[src/symb_rate_params.svh]
/* Constants for the symbol rate selector. SR_SYMBOL_RATE_DIV is reported to software only
   and does not change the hold logic. */

`ifndef SYMB_RATE_PARAMS_SVH
`define SYMB_RATE_PARAMS_SVH

//////////////////////////////
// Identification

// Read back from the ID register, upper half
`define SR_MODULE_ID        16'h5352

// Read back from the ID register, lower half
`define SR_MODULE_VERSION   16'h0001

//////////////////////////////
// Rate and bus sizing

// DAC sample rate over full symbol rate
`define SR_SYMBOL_RATE_DIV  32'd8

// Avalon-MM byte address width
`define SR_ADDR_W           8

`endif

[src/symb_rate_pkg.sv]
/* Types shared by the symbol rate selector. Select code 3 is reserved and never held
   in the rate register. */

`default_nettype none

package symb_rate_pkg;

    // Rate select encoding, code 3 reserved
    typedef enum logic [1:0] {
        SR_QUARTER = 2'd0,
        SR_HALF    = 2'd1,
        SR_FULL    = 2'd2
    } symb_rate_sel_t;

    // Register word indices
    localparam int SR_REG_SEL  = 0;
    localparam int SR_REG_DIV  = 1;
    localparam int SR_REG_ID   = 2;
    localparam int SR_NUM_REGS = 3;

    typedef struct packed {
        logic [29:0]    rsvd;
        symb_rate_sel_t code;
    } sel_view_t;

    typedef struct packed {
        logic [15:0] module_id;
        logic [15:0] version;
    } id_view_t;

    // One register word, read either as raw bits, as SEL or as ID
    typedef union packed {
        logic [31:0] raw;
        sel_view_t   sel;
        id_view_t    id;
    } reg_word_t;

    // Stream sample, Q in the upper half
    typedef struct packed {
        logic signed [15:0] q;
        logic signed [15:0] i;
    } sample_t;

endpackage

`default_nettype wire

[src/symb_rate_regs.sv]
/* Avalon-MM slave without bursts, one command at a time. Read data and write responses
   come back exactly 1 cycle after acceptance. */

`timescale 1ns/1ps
`default_nettype none
`include "symb_rate_params.svh"

module symb_rate_regs (
    input  wire logic                           clk_ifc_avmm,
    input  wire logic                           rst_i,
    input  wire logic [`SR_ADDR_W-1:0]          avmm_address_i,
    input  wire logic                           avmm_read_i,
    input  wire logic                           avmm_write_i,
    input  wire logic [31:0]                    avmm_writedata_i,
    input  wire logic [3:0]                     avmm_byteenable_i,
    output logic                                avmm_waitrequest_o,
    output symb_rate_pkg::reg_word_t            avmm_readdata_o,
    output logic                                avmm_readdatavalid_o,
    output logic                                avmm_writeresponsevalid_o,
    output logic [1:0]                          avmm_response_o,
    output symb_rate_pkg::symb_rate_sel_t       rate_sel_o
);
    import symb_rate_pkg::*;

    localparam logic [1:0] RESP_OKAY        = 2'b00;
    localparam logic [1:0] RESP_SLAVE_ERROR = 2'b10;

    logic [`SR_ADDR_W-3:0] word_addr;
    logic                  rd_acc;
    logic                  wr_acc;
    logic                  addr_ok;
    logic [31:0]           lane_mask;
    reg_word_t             cur_word;
    reg_word_t             wr_word;
    reg_word_t             rd_word;

    //////////////////////////////
    // Address decode

    // Byte address to 32-bit word index
    assign word_addr = avmm_address_i[`SR_ADDR_W-1:2];
    assign addr_ok   = (word_addr < SR_NUM_REGS);

    assign rd_acc = avmm_read_i  && !avmm_waitrequest_o;
    assign wr_acc = avmm_write_i && !avmm_waitrequest_o;

    //////////////////////////////
    // Register word assembly

    // Current word at the addressed index, also the read data
    always_comb begin
        cur_word = '0;
        case (word_addr)
            SR_REG_SEL: cur_word.sel.code = rate_sel_o;
            SR_REG_DIV: cur_word.raw      = `SR_SYMBOL_RATE_DIV;
            SR_REG_ID: begin
                cur_word.id.module_id = `SR_MODULE_ID;
                cur_word.id.version   = `SR_MODULE_VERSION;
            end
            default:    cur_word.raw      = '0;
        endcase
    end

    assign rd_word = cur_word;

    // Expand byte enables into a bit mask
    always_comb begin
        for (int b = 0; b < 4; b++) begin
            lane_mask[b*8 +: 8] = {8{avmm_byteenable_i[b]}};
        end
    end

    // Disabled lanes keep the old bits, so SEL only moves through lane 0
    assign wr_word.raw = (cur_word.raw & ~lane_mask) | (avmm_writedata_i & lane_mask);

    //////////////////////////////
    // Command handling

    always_ff @(posedge clk_ifc_avmm) begin
        if (rst_i) begin
            avmm_waitrequest_o        <= 1'b1;
            avmm_readdatavalid_o      <= 1'b0;
            avmm_writeresponsevalid_o <= 1'b0;
            rate_sel_o                <= SR_FULL;
        end else begin
            avmm_waitrequest_o        <= 1'b0;
            avmm_readdatavalid_o      <= rd_acc;
            avmm_writeresponsevalid_o <= wr_acc;

            // Only SEL is writable, reserved code rejected
            if (wr_acc && addr_ok && word_addr == SR_REG_SEL &&
                wr_word.sel.code != 2'd3) begin
                rate_sel_o <= wr_word.sel.code;
            end
        end
    end

    // Response payload
    always_ff @(posedge clk_ifc_avmm) begin
        if (wr_acc) begin
            if (!addr_ok) begin
                avmm_response_o <= RESP_SLAVE_ERROR;
            end else if (word_addr == SR_REG_SEL && wr_word.sel.code == 2'd3) begin
                avmm_response_o <= RESP_SLAVE_ERROR;
            end else begin
                avmm_response_o <= RESP_OKAY;
            end
        end
        if (rd_acc) begin
            avmm_readdata_o <= rd_word;
            avmm_response_o <= addr_ok ? RESP_OKAY : RESP_SLAVE_ERROR;
        end
    end

endmodule

`default_nettype wire

[src/symb_rate_hold.sv]
/* Zero-order hold, one sample deep. The repeat factor is sampled at acceptance, so a rate
   change takes effect from the next sample on. */

`timescale 1ns/1ps
`default_nettype none

module symb_rate_hold (
    input  wire logic                           clk_ifc_avmm,
    input  wire logic                           rst_i,
    input  wire symb_rate_pkg::symb_rate_sel_t  rate_sel_i,
    input  wire logic                           in_valid_i,
    output logic                                in_ready_o,
    input  wire symb_rate_pkg::sample_t         in_data_i,
    output logic                                hold_valid_o,
    input  wire logic                           hold_ready_i,
    output symb_rate_pkg::sample_t              hold_data_o
);
    import symb_rate_pkg::*;

    // Copies still owed after the one on the bus
    logic [1:0] rpt_left;
    logic       in_fire;
    logic       copy_fire;
    logic       last_copy;

    //////////////////////////////
    // Repeat factor decode

    // Quarter rate gives 4 copies, half 2, full 1
    function automatic logic [1:0] extra_copies(input symb_rate_sel_t sel);
        logic [1:0] n;
        case (sel)
            SR_QUARTER: n = 2'd3;
            SR_HALF:    n = 2'd1;
            SR_FULL:    n = 2'd0;
            default:    n = 2'd0;
        endcase
        return n;
    endfunction

    //////////////////////////////
    // Handshake

    assign copy_fire = hold_valid_o && hold_ready_i;
    assign last_copy = copy_fire && (rpt_left == 2'd0);

    // Refill in the same cycle the last copy leaves
    assign in_ready_o = !hold_valid_o || last_copy;
    assign in_fire    = in_valid_i && in_ready_o;

    //////////////////////////////
    // Control state

    always_ff @(posedge clk_ifc_avmm) begin
        if (rst_i) begin
            hold_valid_o <= 1'b0;
            rpt_left     <= 2'd0;
        end else begin
            if (in_fire) begin
                hold_valid_o <= 1'b1;
                rpt_left     <= extra_copies(rate_sel_i);
            end else if (last_copy) begin
                hold_valid_o <= 1'b0;
            end else if (copy_fire) begin
                rpt_left     <= rpt_left - 2'd1;
            end
        end
    end

    // Held sample
    always_ff @(posedge clk_ifc_avmm) begin
        if (in_fire) begin
            hold_data_o <= in_data_i;
        end
    end

endmodule

`default_nettype wire

[src/symb_rate_out_buf.sv]
/* Two-entry skid buffer, 1 cycle of latency when not stalled. Upstream ready comes
   from a flop only. */

`timescale 1ns/1ps
`default_nettype none

module symb_rate_out_buf (
    input  wire logic                       clk_ifc_avmm,
    input  wire logic                       rst_i,
    input  wire logic                       hold_valid_i,
    output logic                            hold_ready_o,
    input  wire symb_rate_pkg::sample_t     hold_data_i,
    output logic                            out_valid_o,
    input  wire logic                       out_ready_i,
    output symb_rate_pkg::sample_t          out_data_o
);
    import symb_rate_pkg::*;

    logic    spare_valid;
    sample_t spare_data;
    logic    in_fire;
    logic    main_free;

    // Accept only while the spare slot is empty
    assign hold_ready_o = !spare_valid;
    assign in_fire      = hold_valid_i && hold_ready_o;

    // Main entry empties or leaves this cycle
    assign main_free = !out_valid_o || out_ready_i;

    //////////////////////////////
    // Entry valids

    always_ff @(posedge clk_ifc_avmm) begin
        if (rst_i) begin
            out_valid_o <= 1'b0;
            spare_valid <= 1'b0;
        end else if (main_free) begin
            if (spare_valid) begin
                out_valid_o <= 1'b1;
                spare_valid <= 1'b0;
            end else begin
                out_valid_o <= in_fire;
            end
        end else if (in_fire) begin
            // Stalled, park the incoming item
            spare_valid <= 1'b1;
        end
    end

    //////////////////////////////
    // Entry data

    always_ff @(posedge clk_ifc_avmm) begin
        if (main_free) begin
            if (spare_valid) begin
                out_data_o <= spare_data;
            end else if (in_fire) begin
                out_data_o <= hold_data_i;
            end
        end else if (in_fire) begin
            spare_data <= hold_data_i;
        end
    end

endmodule

`default_nettype wire

[src/symb_rate_top.sv]
/* Single clock domain, single synchronous reset. Input to first output copy takes
   2 cycles when the output is not stalled. */

`timescale 1ns/1ps
`default_nettype none
`include "symb_rate_params.svh"

module symb_rate_top (
    input  wire logic                       clk_ifc_avmm,
    input  wire logic                       rst_i,

    // Avalon-MM register port
    input  wire logic [`SR_ADDR_W-1:0]      avmm_address_i,
    input  wire logic                       avmm_read_i,
    input  wire logic                       avmm_write_i,
    input  wire logic [31:0]                avmm_writedata_i,
    input  wire logic [3:0]                 avmm_byteenable_i,
    output logic                            avmm_waitrequest_o,
    output symb_rate_pkg::reg_word_t        avmm_readdata_o,
    output logic                            avmm_readdatavalid_o,
    output logic                            avmm_writeresponsevalid_o,
    output logic [1:0]                      avmm_response_o,

    // Sample stream
    input  wire logic                       in_valid_i,
    output logic                            in_ready_o,
    input  wire symb_rate_pkg::sample_t     in_data_i,
    output logic                            out_valid_o,
    input  wire logic                       out_ready_i,
    output symb_rate_pkg::sample_t          out_data_o
);
    import symb_rate_pkg::*;

    symb_rate_sel_t rate_sel;
    logic           hold_valid;
    logic           hold_ready;
    sample_t        hold_data;

    //////////////////////////////
    // Register block

    symb_rate_regs regs_i (
        .clk_ifc_avmm              (clk_ifc_avmm),
        .rst_i                     (rst_i),
        .avmm_address_i            (avmm_address_i),
        .avmm_read_i               (avmm_read_i),
        .avmm_write_i              (avmm_write_i),
        .avmm_writedata_i          (avmm_writedata_i),
        .avmm_byteenable_i         (avmm_byteenable_i),
        .avmm_waitrequest_o        (avmm_waitrequest_o),
        .avmm_readdata_o           (avmm_readdata_o),
        .avmm_readdatavalid_o      (avmm_readdatavalid_o),
        .avmm_writeresponsevalid_o (avmm_writeresponsevalid_o),
        .avmm_response_o           (avmm_response_o),
        .rate_sel_o                (rate_sel)
    );

    //////////////////////////////
    // Stream path

    symb_rate_hold hold_i (
        .clk_ifc_avmm (clk_ifc_avmm),
        .rst_i        (rst_i),
        .rate_sel_i   (rate_sel),
        .in_valid_i   (in_valid_i),
        .in_ready_o   (in_ready_o),
        .in_data_i    (in_data_i),
        .hold_valid_o (hold_valid),
        .hold_ready_i (hold_ready),
        .hold_data_o  (hold_data)
    );

    // Registers the stream and cuts the ready path back to the hold
    symb_rate_out_buf out_buf_i (
        .clk_ifc_avmm (clk_ifc_avmm),
        .rst_i        (rst_i),
        .hold_valid_i (hold_valid),
        .hold_ready_o (hold_ready),
        .hold_data_i  (hold_data),
        .out_valid_o  (out_valid_o),
        .out_ready_i  (out_ready_i),
        .out_data_o   (out_data_o)
    );

endmodule

`default_nettype wire

[config.mk]
export PLATFORM = sky130hd
export DESIGN_NAME = symb_rate_top
export DESIGN_NICKNAME = d
export VERILOG_FILES = /design/src/symb_rate_pkg.sv /design/src/symb_rate_regs.sv /design/src/symb_rate_hold.sv /design/src/symb_rate_out_buf.sv /design/src/symb_rate_top.sv
export VERILOG_INCLUDE_DIRS = /design/src
export SDC_FILE = /design/constraint.sdc
export NUM_CORES = 1
export LEC_CHECK = 0
export ABC_AREA = 0
export BUFFER_PORTS_ARGS = -buffer_cell sky130_fd_sc_hd__buf_4
export CORE_ASPECT_RATIO = 1.2
export CORE_MARGIN = 8
export CORE_UTILIZATION = 45
export CTS_BUF_LIST = sky130_fd_sc_hd__clkbuf_4 sky130_fd_sc_hd__clkbuf_8
export DETAILED_ROUTE_END_ITERATION = 16
export HOLD_SLACK_MARGIN = 0.02
export PLACE_DENSITY = 0.78
export SYNTH_ARGS = -nofsm -noshare
export SYNTH_HDL_FRONTEND = slang
export SYNTH_SLANG_ARGS = --single-unit
[constraint.sdc]
create_clock -name clk_ifc_avmm -period 11 [get_ports clk_ifc_avmm]
set_input_delay 1.1 -clock clk_ifc_avmm [delete_from_list [all_inputs] [get_ports clk_ifc_avmm]]
set_output_delay 1.1 -clock clk_ifc_avmm [all_outputs]
set_load 0.02 [all_outputs]
==> key figures, run 1 <==
Cells and area
  • Antenna Diode Count: 0
  • Layout cells sized above 1: 0.468
  • Area growth syn-to-layout: 21.2%
  • Fillers: 737
  • Most frequent cells in the layout: edfxtp_1, buf_4, mux2_2, conb_1
  • Commonest non-fill, non-tap cell in the layout: edfxtp_1
  • Final-stage net count: around 410
  • Util after Layout: 0.562

Die
  • Die W: about 100 um
  • Ports: 153
  • Die Ht: 122 um
  • Rows: 38
  • Area of the die: 12700 um^2
  • Core Region: 9080 um^2
  • Starting Density: 0.464

Min path
  • Hold/Removal Path Class: reg2reg
  • Min-delay src: hold_i.hold_data_o[18]$_DFFE_PP_

STA
  • RSZ-0062 raised after global routing: no
  • Final setup fails: 0
  • Final-report hold violation count: 0
  • Final period util: 0.272
  • Clock skew: around 0.011 ns
  • Slew headroom: 0.225
  • FMAX: 335 MHz
  • Actual slew at the worst max-slew pin: approximately 1.2 ns
  • Count of pins over their slew limit: 0
  • Final min period: 2.99 ns
  • Final setup TNS: 0 ns

Routing
  • Via-to-Cell Ratio: between 4 and 5
  • DR WL/cell: around 18 um
  • Vias after detailed routing: around 2100
  • WL final: roughly 8000 um
  • DRT antenna net count: 0
  • First DRT Iteration DRCs: 48
  • DRC: 0
  • First-pass iteration count of the detailed router: 4

Yosys
  • Post-synthesis cell area: approximately 4200 um^2
  • Unique masters post-synth: 35
  • Asr flop ratio synth: 0
  • Top FF cell, synth: edfxtp_1
  • Avg Inst Size Synth: about 18 um^2
  • YS warnings: 0
  • Seq/Total Area, Yosys: 0.768
  • Mapped Cells: 232
  • Number of synthesized flops with an enable pin: roughly 100
  • Seq cells post-synth: roughly 110

Place
  • IO buf count: 94
  • Post-DP HPWL: ~5600 um
  • Final GP Congestion: between 0.7 and 0.8

CTS
  • # Post-CTS Setup Buffers: 0
  • Post-cts sizing count: 0
  • CTS tree: yes
  • CTS max path bufs: 2
  • # hold bufs at CTS: 0
  • H-tree levels: 3
  • Clock Latency Late Sink: between 0.3 and 0.4 ns
  • Worst-path clk slew: about 0.10 ns
  • TritonCTS Sinks: about 110
  • Root Buffer Master: clkbuf_8
  • Number of CTS-inserted buffers: 9

Run status
  • Status: finished, final reports clean

Critical path
  • WP data arrival: ~1.9 ns
  • Crit end category: primary output
  • Worst R2R Start: out_buf_i.spare_valid$_SDFFE_PP0P_
  • Worst EP required: 9.90 ns
  • Worst Setup SP: out_buf_i.spare_valid$_SDFFE_PP0P_
  • Critical Path Fanout Max: 40
  • Setup crit start kind: register
  • Setup CP Type: reg2out

Global routing
  • Largest net degree at the start of global routing: approximately 40
  • Initial antenna violation count: 0
  • All-layer global routing usage: 0.123
  • Wire length of the first global-routing pass: ~12000 um
  • Vias in the first global route: 2270
  • Overflow after GRT: 0

Power and ir drop
  • Leak pwr: about 1.9 nW
  • Pwr Density: roughly 150 nW/um^2
  • Maximum vdd ir drop: between 0.06 and 0.07 mV

Job
  • MaxCap Viol Count: 0
==> per-layer routing <==
metal,GRT usage,vias up,wire length (um)
li1,-,1000,-
met1,0.123,1053,3000
met2,0.227,53,4340
met3,0.0333,13,342
met4,0.0662,0,177
met5,0,-,0
==> synthesized netlist by cell type (all sizes together) (2+ instances only) <==
cell type	count	area share
o21ai	2	0.0024
nor2	6	0.0053
dfxtp	10	0.048
a21oi	5	0.0059
nand2b	3	0.0045
clkbuf	2	0.0018
nor2b	2	0.0030
nor3b	5	0.0089
o21a	2	0.0036
o31ai	2	0.0036
inv	5	0.0045
nor3	2	0.0036
buf	34	0.058
edfxtp	101	0.72
mux2	35	0.094
or3	2	0.0042
==> layout make-up <==
type	instances	area (um^2)	share of cell area
Sequential cell	111	3230	0.634
Clock buffer	11	139	0.0272
Clock inverter	5	42.5	0.00834
Multi-Input combinational cell	102	806	0.158
Timing Repair Buffer	95	713	0.140
Inverter	5	18.8	0.00368
Tap cell	120	150	0.0294
==> flip-flops by register name (all words and copies together), names as in the netlist <==
name and cells:
out_buf_i.spare_valid 1, regs_i.avmm_waitrequest_o 1, hold_i.hold_valid_o 1, hold_i.hold_data_o 32, out_buf_i.out_valid_o 1, regs_i.avmm_readdata_o 4
hold_i.rpt_left 2, out_buf_i.out_data_o 32, regs_i.rate_sel_o 2, regs_i.avmm_response_o 1, out_buf_i.spare_data 32, regs_i.avmm_readdatavalid_o 1
regs_i.avmm_writeresponsevalid_o 1
==> critical path: stages, from the launching register on <==
cell and delay [ns]:
dfxtp_2 0.94, nand2b_1 0.30, nand2_1 0.10, buf_4 0.18
==> stage by stage <==
stage          area (um^2)  setup slack (ns)  instances  total power, W  hold WS, ns
6_report              5100              8.01        449        0.000768        0.454
5_1_grt               5100              7.85        449        0.000797        0.453
4_1_cts               5100              7.93        449        0.000777        0.450
3_5_place_dp          4920              8.03        433        0.000555        0.432
3_3_place_gp          4920              8.03        433        0.000552        0.428
2_1_floorplan         4290              6.85        254        0.000530        0.422
==> logic make-up (layout without fill, tap and decap cells) <==
| family | after synthesis | count (layout) | synth area share |
|---|---|---|---|
| muxes | 36 | 36 | 0.0960 |
| buffers and inverters | 41 | 116 | 0.0645 |
| AOI/OAI and AO/OA | 15 | 15 | 0.0256 |
| and+or+nand+nor | 27 | 27 | 0.0422 |
| other | 1 | 23 | 0.000891 |
| DFF | 111 | 111 | 0.768 |
| adders and majority gates | 1 | 1 | 0.00297 |
==> path summary, 6_finish.rpt <==
path                                        end  slack [ns]  cells past startpoint
max                                  in_ready_o        8.01                      3
min          out_buf_i.spare_data[18]$_DFFE_PP_        0.45                      0
max reg2reg    hold_i.hold_data_o[31]$_DFFE_PP_        8.72                      2
min reg2reg  out_buf_i.spare_data[18]$_DFFE_PP_        0.45                      0
==> report_power, final <==
part	internal [W]	switching, W
registers	0.000478	0.00000678
logic	0.0000262	0.0000335
clock network	0.0000900	0.000134
Power figures use the tool's default switching activity.
==> run 2, diff against run 1 <==
ABC_AREA = 1   (was 0)
PLACE_DENSITY = 0.8   (was 0.78)
clock period = 2.6 ns   (was 11 ns; I/O delays follow)
==> run 2 against run 1 <==
Against the previous run:
- clock power grew to 4.8 times the previous value
- synthesized area is 1.1% higher
- flip-flop and latch count stayed put
- worst hold slack worse by 0.39 ns
- highest routed layer unchanged
==> key figures, run 2 <==
Run status
  • Status: finished, final reports clean

Routing
  • First-pass iteration count of the detailed router: 4 (unchanged)
  • Vias after detailed routing: 2177 (+2.7%)
  • Via-to-Cell Ratio: 4.51 (-4.5%)
  • DRC: 0 (unchanged)
  • DR WL/cell: 15.4 um (-12%)
  • DRT antenna net count: 0 (unchanged)
  • First DRT Iteration DRCs: 112 (+130%)
  • WL final: 7440 um (-5.5%)

Global routing
  • Wire length of the first global-routing pass: 11700 um (-3.1%)
  • Initial antenna violation count: 0 (unchanged)
  • Overflow after GRT: 0 (unchanged)
  • Vias in the first global route: 2392 (+5.4%)
  • Largest net degree at the start of global routing: 36 (-12%)
  • All-layer global routing usage: 0.119 (-0.00402)

Critical path
  • Max incr delay on CP: 0.35 ns (-0.59 ns)
  • Cell count of the worst reg-to-reg path: 10 (+8)
  • Worst R2R Start: hold_i.rpt_left[0]$_SDFFE_PP0P_
  • WP data arrival: 1.54 ns (-0.35 ns)
  • Family with the most delay on the worst path: buffers and inverters
  • Slowest CP cell: dfxtp_1
  • Setup CP Type: reg2out
  • Reg2reg setup slack: 0.84 ns (-7.88 ns)
  • Worst EP required: 2.34 ns (-7.56 ns)
  • Crit end category: primary output
  • CP cell instances: inv_1 > ha_1 > inv_1 > nor2_4 > nor2_4 > inv_1 > buf_4
  • Worst R2R End: hold_i.rpt_left[1]$_SDFFE_PP0P_
  • CP Depth: 7 (+4)
  • Setup crit start kind: register
  • Critical Path Fanout Max: 3 (-93%)
  • Buf+Inv Stages, Crit Path: 4 (+3)
  • CP dominant cell by count: inv_1

CTS
  • # Post-CTS Setup Buffers: 0 (unchanged)
  • CTS max path bufs: 2 (unchanged)
  • Root Buffer Master: clkbuf_8
  • Number of CTS-inserted buffers: 9 (unchanged)
  • Clock Latency Late Sink: 0.36 ns (about the same)
  • TritonCTS Sinks: 111 (unchanged)
  • H-tree levels: 3 (unchanged)
  • # hold bufs at CTS: 0 (unchanged)
  • Post-cts sizing count: 0 (unchanged)
  • CTS tree: yes
  • Worst-path clk slew: 0.09 ns (about the same)

Power and ir drop
  • Sw frac: 0.212 (-0.0150)
  • P_int: 0.00274 W (+360%)
  • Psw: 0.000738 W (+320%)
  • Seq pwr share: 0.597 (-0.033)
  • Power share of the clock group: 0.310 (+0.018)
  • Comb power frac: 0.093 (+0.015)
  • Total Power: 0.00348 W (+350%)
  • Pwr Density: 666 nW/um^2 (+340%)
  • Leak pwr: 2.04 nW (+7.4%)
  • Maximum vdd ir drop: 0.248 mV (+270%)

STA
  • Actual slew at the worst max-slew pin: 0.650 ns (-0.510 ns)
  • Final-report hold violation count: 0 (unchanged)
  • Final min period: 1.80 ns
  • Count of pins over their slew limit: 0 (unchanged)
  • Final setup TNS: 0 ns (unchanged)
  • Worst hold slack: 0.0654 ns (-0.388 ns)
  • Final setup fails: 0 (unchanged)
  • Clock skew: 0.00947 ns (-0.00171 ns)
  • Slew headroom: 0.567 (+0.342)
  • Fin worst setup slack: 0.797 ns (-7.22 ns)
  • RSZ-0062 raised after global routing: no
  • FMAX: 555 MHz
  • Final period util: 0.694

Place
  • Place WS: 0.805 ns (-7.23 ns)
  • Post-DP HPWL: 5310 um (-4.6%)
  • Post-Place Cell Area: 5010 um^2 (+1.8%)
  • IO buf count: 94 (unchanged)
  • Final GP Congestion: 0.704 (-4.5%)

Cells and area
  • Area growth syn-to-layout: 22.7%
  • Commonest non-fill, non-tap cell in the layout: edfxtp_1
  • Biggest regs: hold_i.hold_data_o (32), out_buf_i.out_data_o (32), out_buf_i.spare_data (32)
  • Fin area: 5220 um^2 (+2.3%)
  • Most frequent cells in the layout: edfxtp_1, buf_4, mux2_2, inv_1, conb_1
  • Antenna Diode Count: 0 (unchanged)
  • Layout cells sized above 1: 0.450 (-0.0181)
  • Final-stage net count: 438 (+7.6%)

Yosys
  • Most common cell in the netlist: edfxtp_1
  • Cell taking the most area after synthesis: edfxtp_1
  • Post-synthesis cell area: 4260 um^2 (+1.1%)
  • Seq/Total Area, Yosys: 0.760 (-0.00835)
  • Avg Inst Size Synth: 16.5 um^2 (-9.1%)
  • Synth area leaders: edfxtp_1, mux2_2, buf_4
  • Mapped Cells: 258 (+11%)
  • Post-synth top cells: edfxtp_1, mux2_2, buf_4, inv_1, nand2_1
  • Asr flop ratio synth: 0 (unchanged)
  • Seq cells post-synth: 111 (unchanged)
  • Unique masters post-synth: 23 (-34%)
  • Top FF cell, synth: edfxtp_1
  • YS warnings: 0 (unchanged)
  • Number of synthesized flops with an enable pin: 101 (unchanged)
  • Yosys top cell area share: 0.713 (-0.00783)

Die
  • Core Region: 9370 um^2 (+3.2%)
  • Die W: 105 um (+0.47%)
  • Rows: 39 (+2.6%)
  • Die Ht: 123 um (+0.48%)
  • Area of the die: 12800 um^2 (+0.94%)
  • Starting Density: 0.454 (-0.00930)
  • Ports: 153 (unchanged)

Min path
  • Min-delay src: in_data_i[2]
  • Hold Crit Depth: 1 (+1)
  • Worst Hold End: hold_i.hold_data_o[2]$_DFFE_PP_
  • Hold/Removal Path Class: in2reg

Job
  • MaxCap Viol Count: 0 (unchanged)
-- run 2: changes by cell type after synthesis, sizes merged, moves of 3 or more --
| cell | delta |
|---|---|
| nor3b | -5 |
| nand3 | +5 |
| nand2 | +19 |
| nand2b | -3 |
| nor2 | +12 |
| inv | +18 |
| mux2 | -3 |
-- run 2: final cells by class --
cell class              instances  area, um^2
clock buffers                  11         139
clock inverters                 5        72.6
fillers                       777        4150
inverters                      23        86.3
multi-input cells             113         795
flip-flops and latches        111        3230
well taps                     123         154
repair buffers                 97         741
-- run 2: layer usage --
layer	up-vias	wire, um	GRT usage
met5	-	0	0
met4	0	144	0.0599
met3	14	574	0.0546
met2	63	3940	0.204
met1	1046	2770	0.120
li1	1054	-	-
-- run 2: through the flow --
stage	util	cells
after global placement	0.535	467
after global routing	0.557	483
after floorplan	-	280
after CTS	0.557	483
after detailed placement	0.535	467
final	0.557	483
-- run 2: worst max-delay path by stage --
stage	from	to
floorplan	out_buf_i.spare_valid$_SDFFE_PP0P_	out_buf_i.out_data_o[0]$_DFFE_PP_
global placement	out_ready_i	out_buf_i.spare_data[15]$_DFFE_PP_
detailed placement	out_ready_i	out_buf_i.spare_data[15]$_DFFE_PP_
CTS	hold_i.rpt_left[0]$_SDFFE_PP0P_	in_ready_o
global route	hold_i.rpt_left[0]$_SDFFE_PP0P_	hold_i.rpt_left[1]$_SDFFE_PP0P_
finish	hold_i.rpt_left[0]$_SDFFE_PP0P_	in_ready_o
-- run 2: cell families after synthesis --
| logic type | Yosys count | share of synthesized area |
|---|---|---|
| AO/OA/AOI/OAI | 9 | 0.0123 |
| adder cells (fa/ha/maj) | 1 | 0.00294 |
| buffers and inverters | 56 | 0.0776 |
| flip-flops | 111 | 0.760 |
| multiplexers | 32 | 0.0847 |
| other | 1 | 0.000881 |
| AND/OR/NAND/NOR | 48 | 0.0620 |
-- run 2: power by group through the flow --
stage                     clock, W  sequential (W)  combinational, W
after floorplan                  0         0.00216          0.000164
after global routing       0.00118         0.00209          0.000350
after detailed placement         0         0.00212          0.000328
after CTS                  0.00112         0.00208          0.000329
after global placement           0         0.00211          0.000322
final                      0.00108         0.00207          0.000325
==> run 3, diff against run 2 <==
ABC_AREA = 0   (was 1)
PLACE_DENSITY = 0.78   (was 0.8)
clock period = 1.7 ns   (was 2.6 ns; I/O delays follow)
==> run 3 against run 2 <==
Against the previous run:
- utilization is 5.2 points higher
- critical path depth down 2
- via count rose by 3.4%
- worst hold slack better by 0.029 ns
- non-clock buffer count grew 35
- wire length up 9.6%
- clock skew rose by 0.0056 ns
- register-to-register slack lost 0.64 ns
- count of clock-buffer cells in the layout fell by 2
- cell area rose by 5.9%
- critical path type unchanged
- critical endpoint unchanged
==> key figures, run 3 (same netlist as run 1, synthesis figures left out) <==
STA
  • FMAX: between 600 and 700 MHz
  • Clock skew: 0.0151 ns (+0.00565 ns)
  • Final setup fails: 0 (unchanged)
  • Count of pins over their slew limit: 0 (unchanged)
  • Final-report hold violation count: 0 (unchanged)
  • RSZ-0062 raised after global routing: no
  • Final min period: ~1.5 ns
  • Final period util: 0.905

Cells and area
  • Biggest regs: hold_i.hold_data_o (32), out_buf_i.out_data_o (32), out_buf_i.spare_data (32)
  • Layout cells sized above 1: 0.440 (-0.0101)
  • Most frequent cells in the layout: edfxtp_1, buf_4, mux2_2, dlygate4sd3_1, conb_1
  • Final-stage net count: 444 (+1.4%)
  • Area growth syn-to-layout: 31.4%
  • Commonest non-fill, non-tap cell in the layout: edfxtp_1
  • Finished Layout Cells: 487 (+0.83%)

Routing
  • First-pass iteration count of the detailed router: 4 (unchanged)
  • First DRT Iteration DRCs: 96 (-14%)
  • Via-to-Cell Ratio: 4.62 (+2.6%)
  • DR WL/cell: 16.7 um (+8.7%)
  • DRC: 0 (unchanged)
  • DRT antenna net count: 0 (unchanged)
  • Vias after detailed routing: 2252 (+3.4%)
  • WL final: 8150 um (+9.6%)

Global routing
  • Wire length of the first global-routing pass: 12700 um (+8.4%)
  • Largest net degree at the start of global routing: 33 (-8.3%)
  • All-layer global routing usage: 0.127 (+0.00847)
  • Overflow after GRT: 0 (unchanged)
  • Vias in the first global route: 2566 (+7.3%)
  • Initial antenna violation count: 1 (+1)

Job
  • MaxCap Viol Count: 0 (unchanged)

Die
  • Die Ht: 122 um (-0.47%)
  • Area of the die: 12700 um^2 (-0.93%)
  • Starting Density: 0.464 (+0.00930)
  • Ports: 153 (unchanged)
  • Core Region: 9080 um^2 (-3.1%)
  • Die W: 104 um (-0.46%)
  • Rows: 38 (-2.6%)

CTS
  • Number of CTS-inserted buffers: 9 (unchanged)
  • TritonCTS Sinks: 111 (unchanged)
  • CTS tree: yes
  • CTS max path bufs: 2 (unchanged)
  • # Post-CTS Setup Buffers: 0 (unchanged)
  • H-tree levels: 3 (unchanged)
  • Worst-path clk slew: 0.11 ns (+0.02 ns)
  • Root Buffer Master: clkbuf_8
  • Clock Latency Late Sink: 0.36 ns (about the same)

Power and ir drop
  • Leak pwr: 2.08 nW (+1.8%)
  • Maximum vdd ir drop: 0.404 mV (+63%)
  • Total Power: 0.00503 W (+45%)
  • Pwr Density: 909 nW/um^2 (+37%)

Run status
  • Status: finished, final reports clean

Critical path
  • Critical Path Fanout Max: 5 (+2)
  • CP cell instances: inv_1 > ha_2 > nand2b_4 > nand2_1 > buf_4
  • Slowest CP cell: dfxtp_2
  • Crit end category: primary output
  • WP data arrival: 1.37 ns (-0.17 ns)
  • Worst EP required: 1.53 ns (-0.81 ns)
  • Setup crit start kind: register
  • Setup CP Type: reg2out
  • Max incr delay on CP: 0.37 ns (+0.02 ns)
  • Cell count of the worst reg-to-reg path: 5 (-5)

Place
  • Placed Cells: 437 (-6.4%)
  • Final GP Congestion: 0.701 (-0.44%)
  • Post-DP HPWL: 5440 um (+2.5%)
  • IO buf count: 94 (unchanged)

Min path
  • Hold Crit Depth: 2 (+1)
  • Hold/Removal Path Class: in2reg
[run 3: final cells by class]
cell class | instances | area [um^2]
Timing Repair Buffer | 132 | 1120
Fill cell | 672 | 3550
Sequential cell | 111 | 3240
Clock inverter | 7 | 53.8
Antenna cell | 1 | 2.50
Tap cell | 120 | 150
Multi-Input combinational cell | 102 | 822
Clock buffer | 9 | 124
Inverter | 5 | 18.8
[run 3: worst paths after layout]
path                              startpoint                                           to  slack [ns]
max          hold_i.rpt_left[0]$_SDFFE_PP0P_                                   in_ready_o        0.16
min                             avmm_write_i  regs_i.avmm_writeresponsevalid_o$_SDFF_PP0_        0.09
max reg2reg  hold_i.rpt_left[0]$_SDFFE_PP0P_              hold_i.rpt_left[1]$_SDFFE_PP0P_        0.20
min reg2reg  hold_i.hold_data_o[1]$_DFFE_PP_            out_buf_i.spare_data[1]$_DFFE_PP_        0.45
[run 3: layer usage]
metal | vias to the layer above | part of all wire | track usage
li1 | 1077 | - | -
met1 | 1085 | 0.36 | 0.122
met2 | 80 | 0.55 | 0.238
met3 | 10 | 0.059 | 0.0338
met4 | 0 | 0.022 | 0.0798
met5 | - | 0 | 0
[run 3: stage by stage]
stage                     utilization  area [um^2]  hold WS (ns)  setup WS, ns  TNS (ns)
after floorplan                     -         4340         0.198        -0.162     -5.19
after global placement          0.552         5010         0.349         0.204         0
after detailed placement        0.552         5010         0.349         0.186         0
after CTS                       0.608         5520        0.0692        0.0163         0
after global routing            0.609         5530        0.0743        0.0700         0
final                           0.609         5530        0.0947         0.161         0
[run 3: power by group]
part           total [W]  switching, W  internal (W)
sequential       0.00313     0.0000408       0.00309
clock            0.00143      0.000881      0.000550
combinational   0.000470      0.000236      0.000233
total            0.00503       0.00116       0.00387
[run 3: worst max-delay path: cells and delay by family (launching register included)]
kind	cells	cell delay [ns]
DFF	1	0.37
buffers and inverters	2	0.25
adders and majority gates	1	0.22
and+or+nand+nor	2	0.16
[run 3: timing repair]
| item | in CTS | in global routing |
|---|---|---|
| setup endpoints to repair | 0 | 1 |
| hold endpoints to repair | 33 | 0 |
| gates resized for setup | 0 | 2 |
| hold buffers | 33 | 0 |
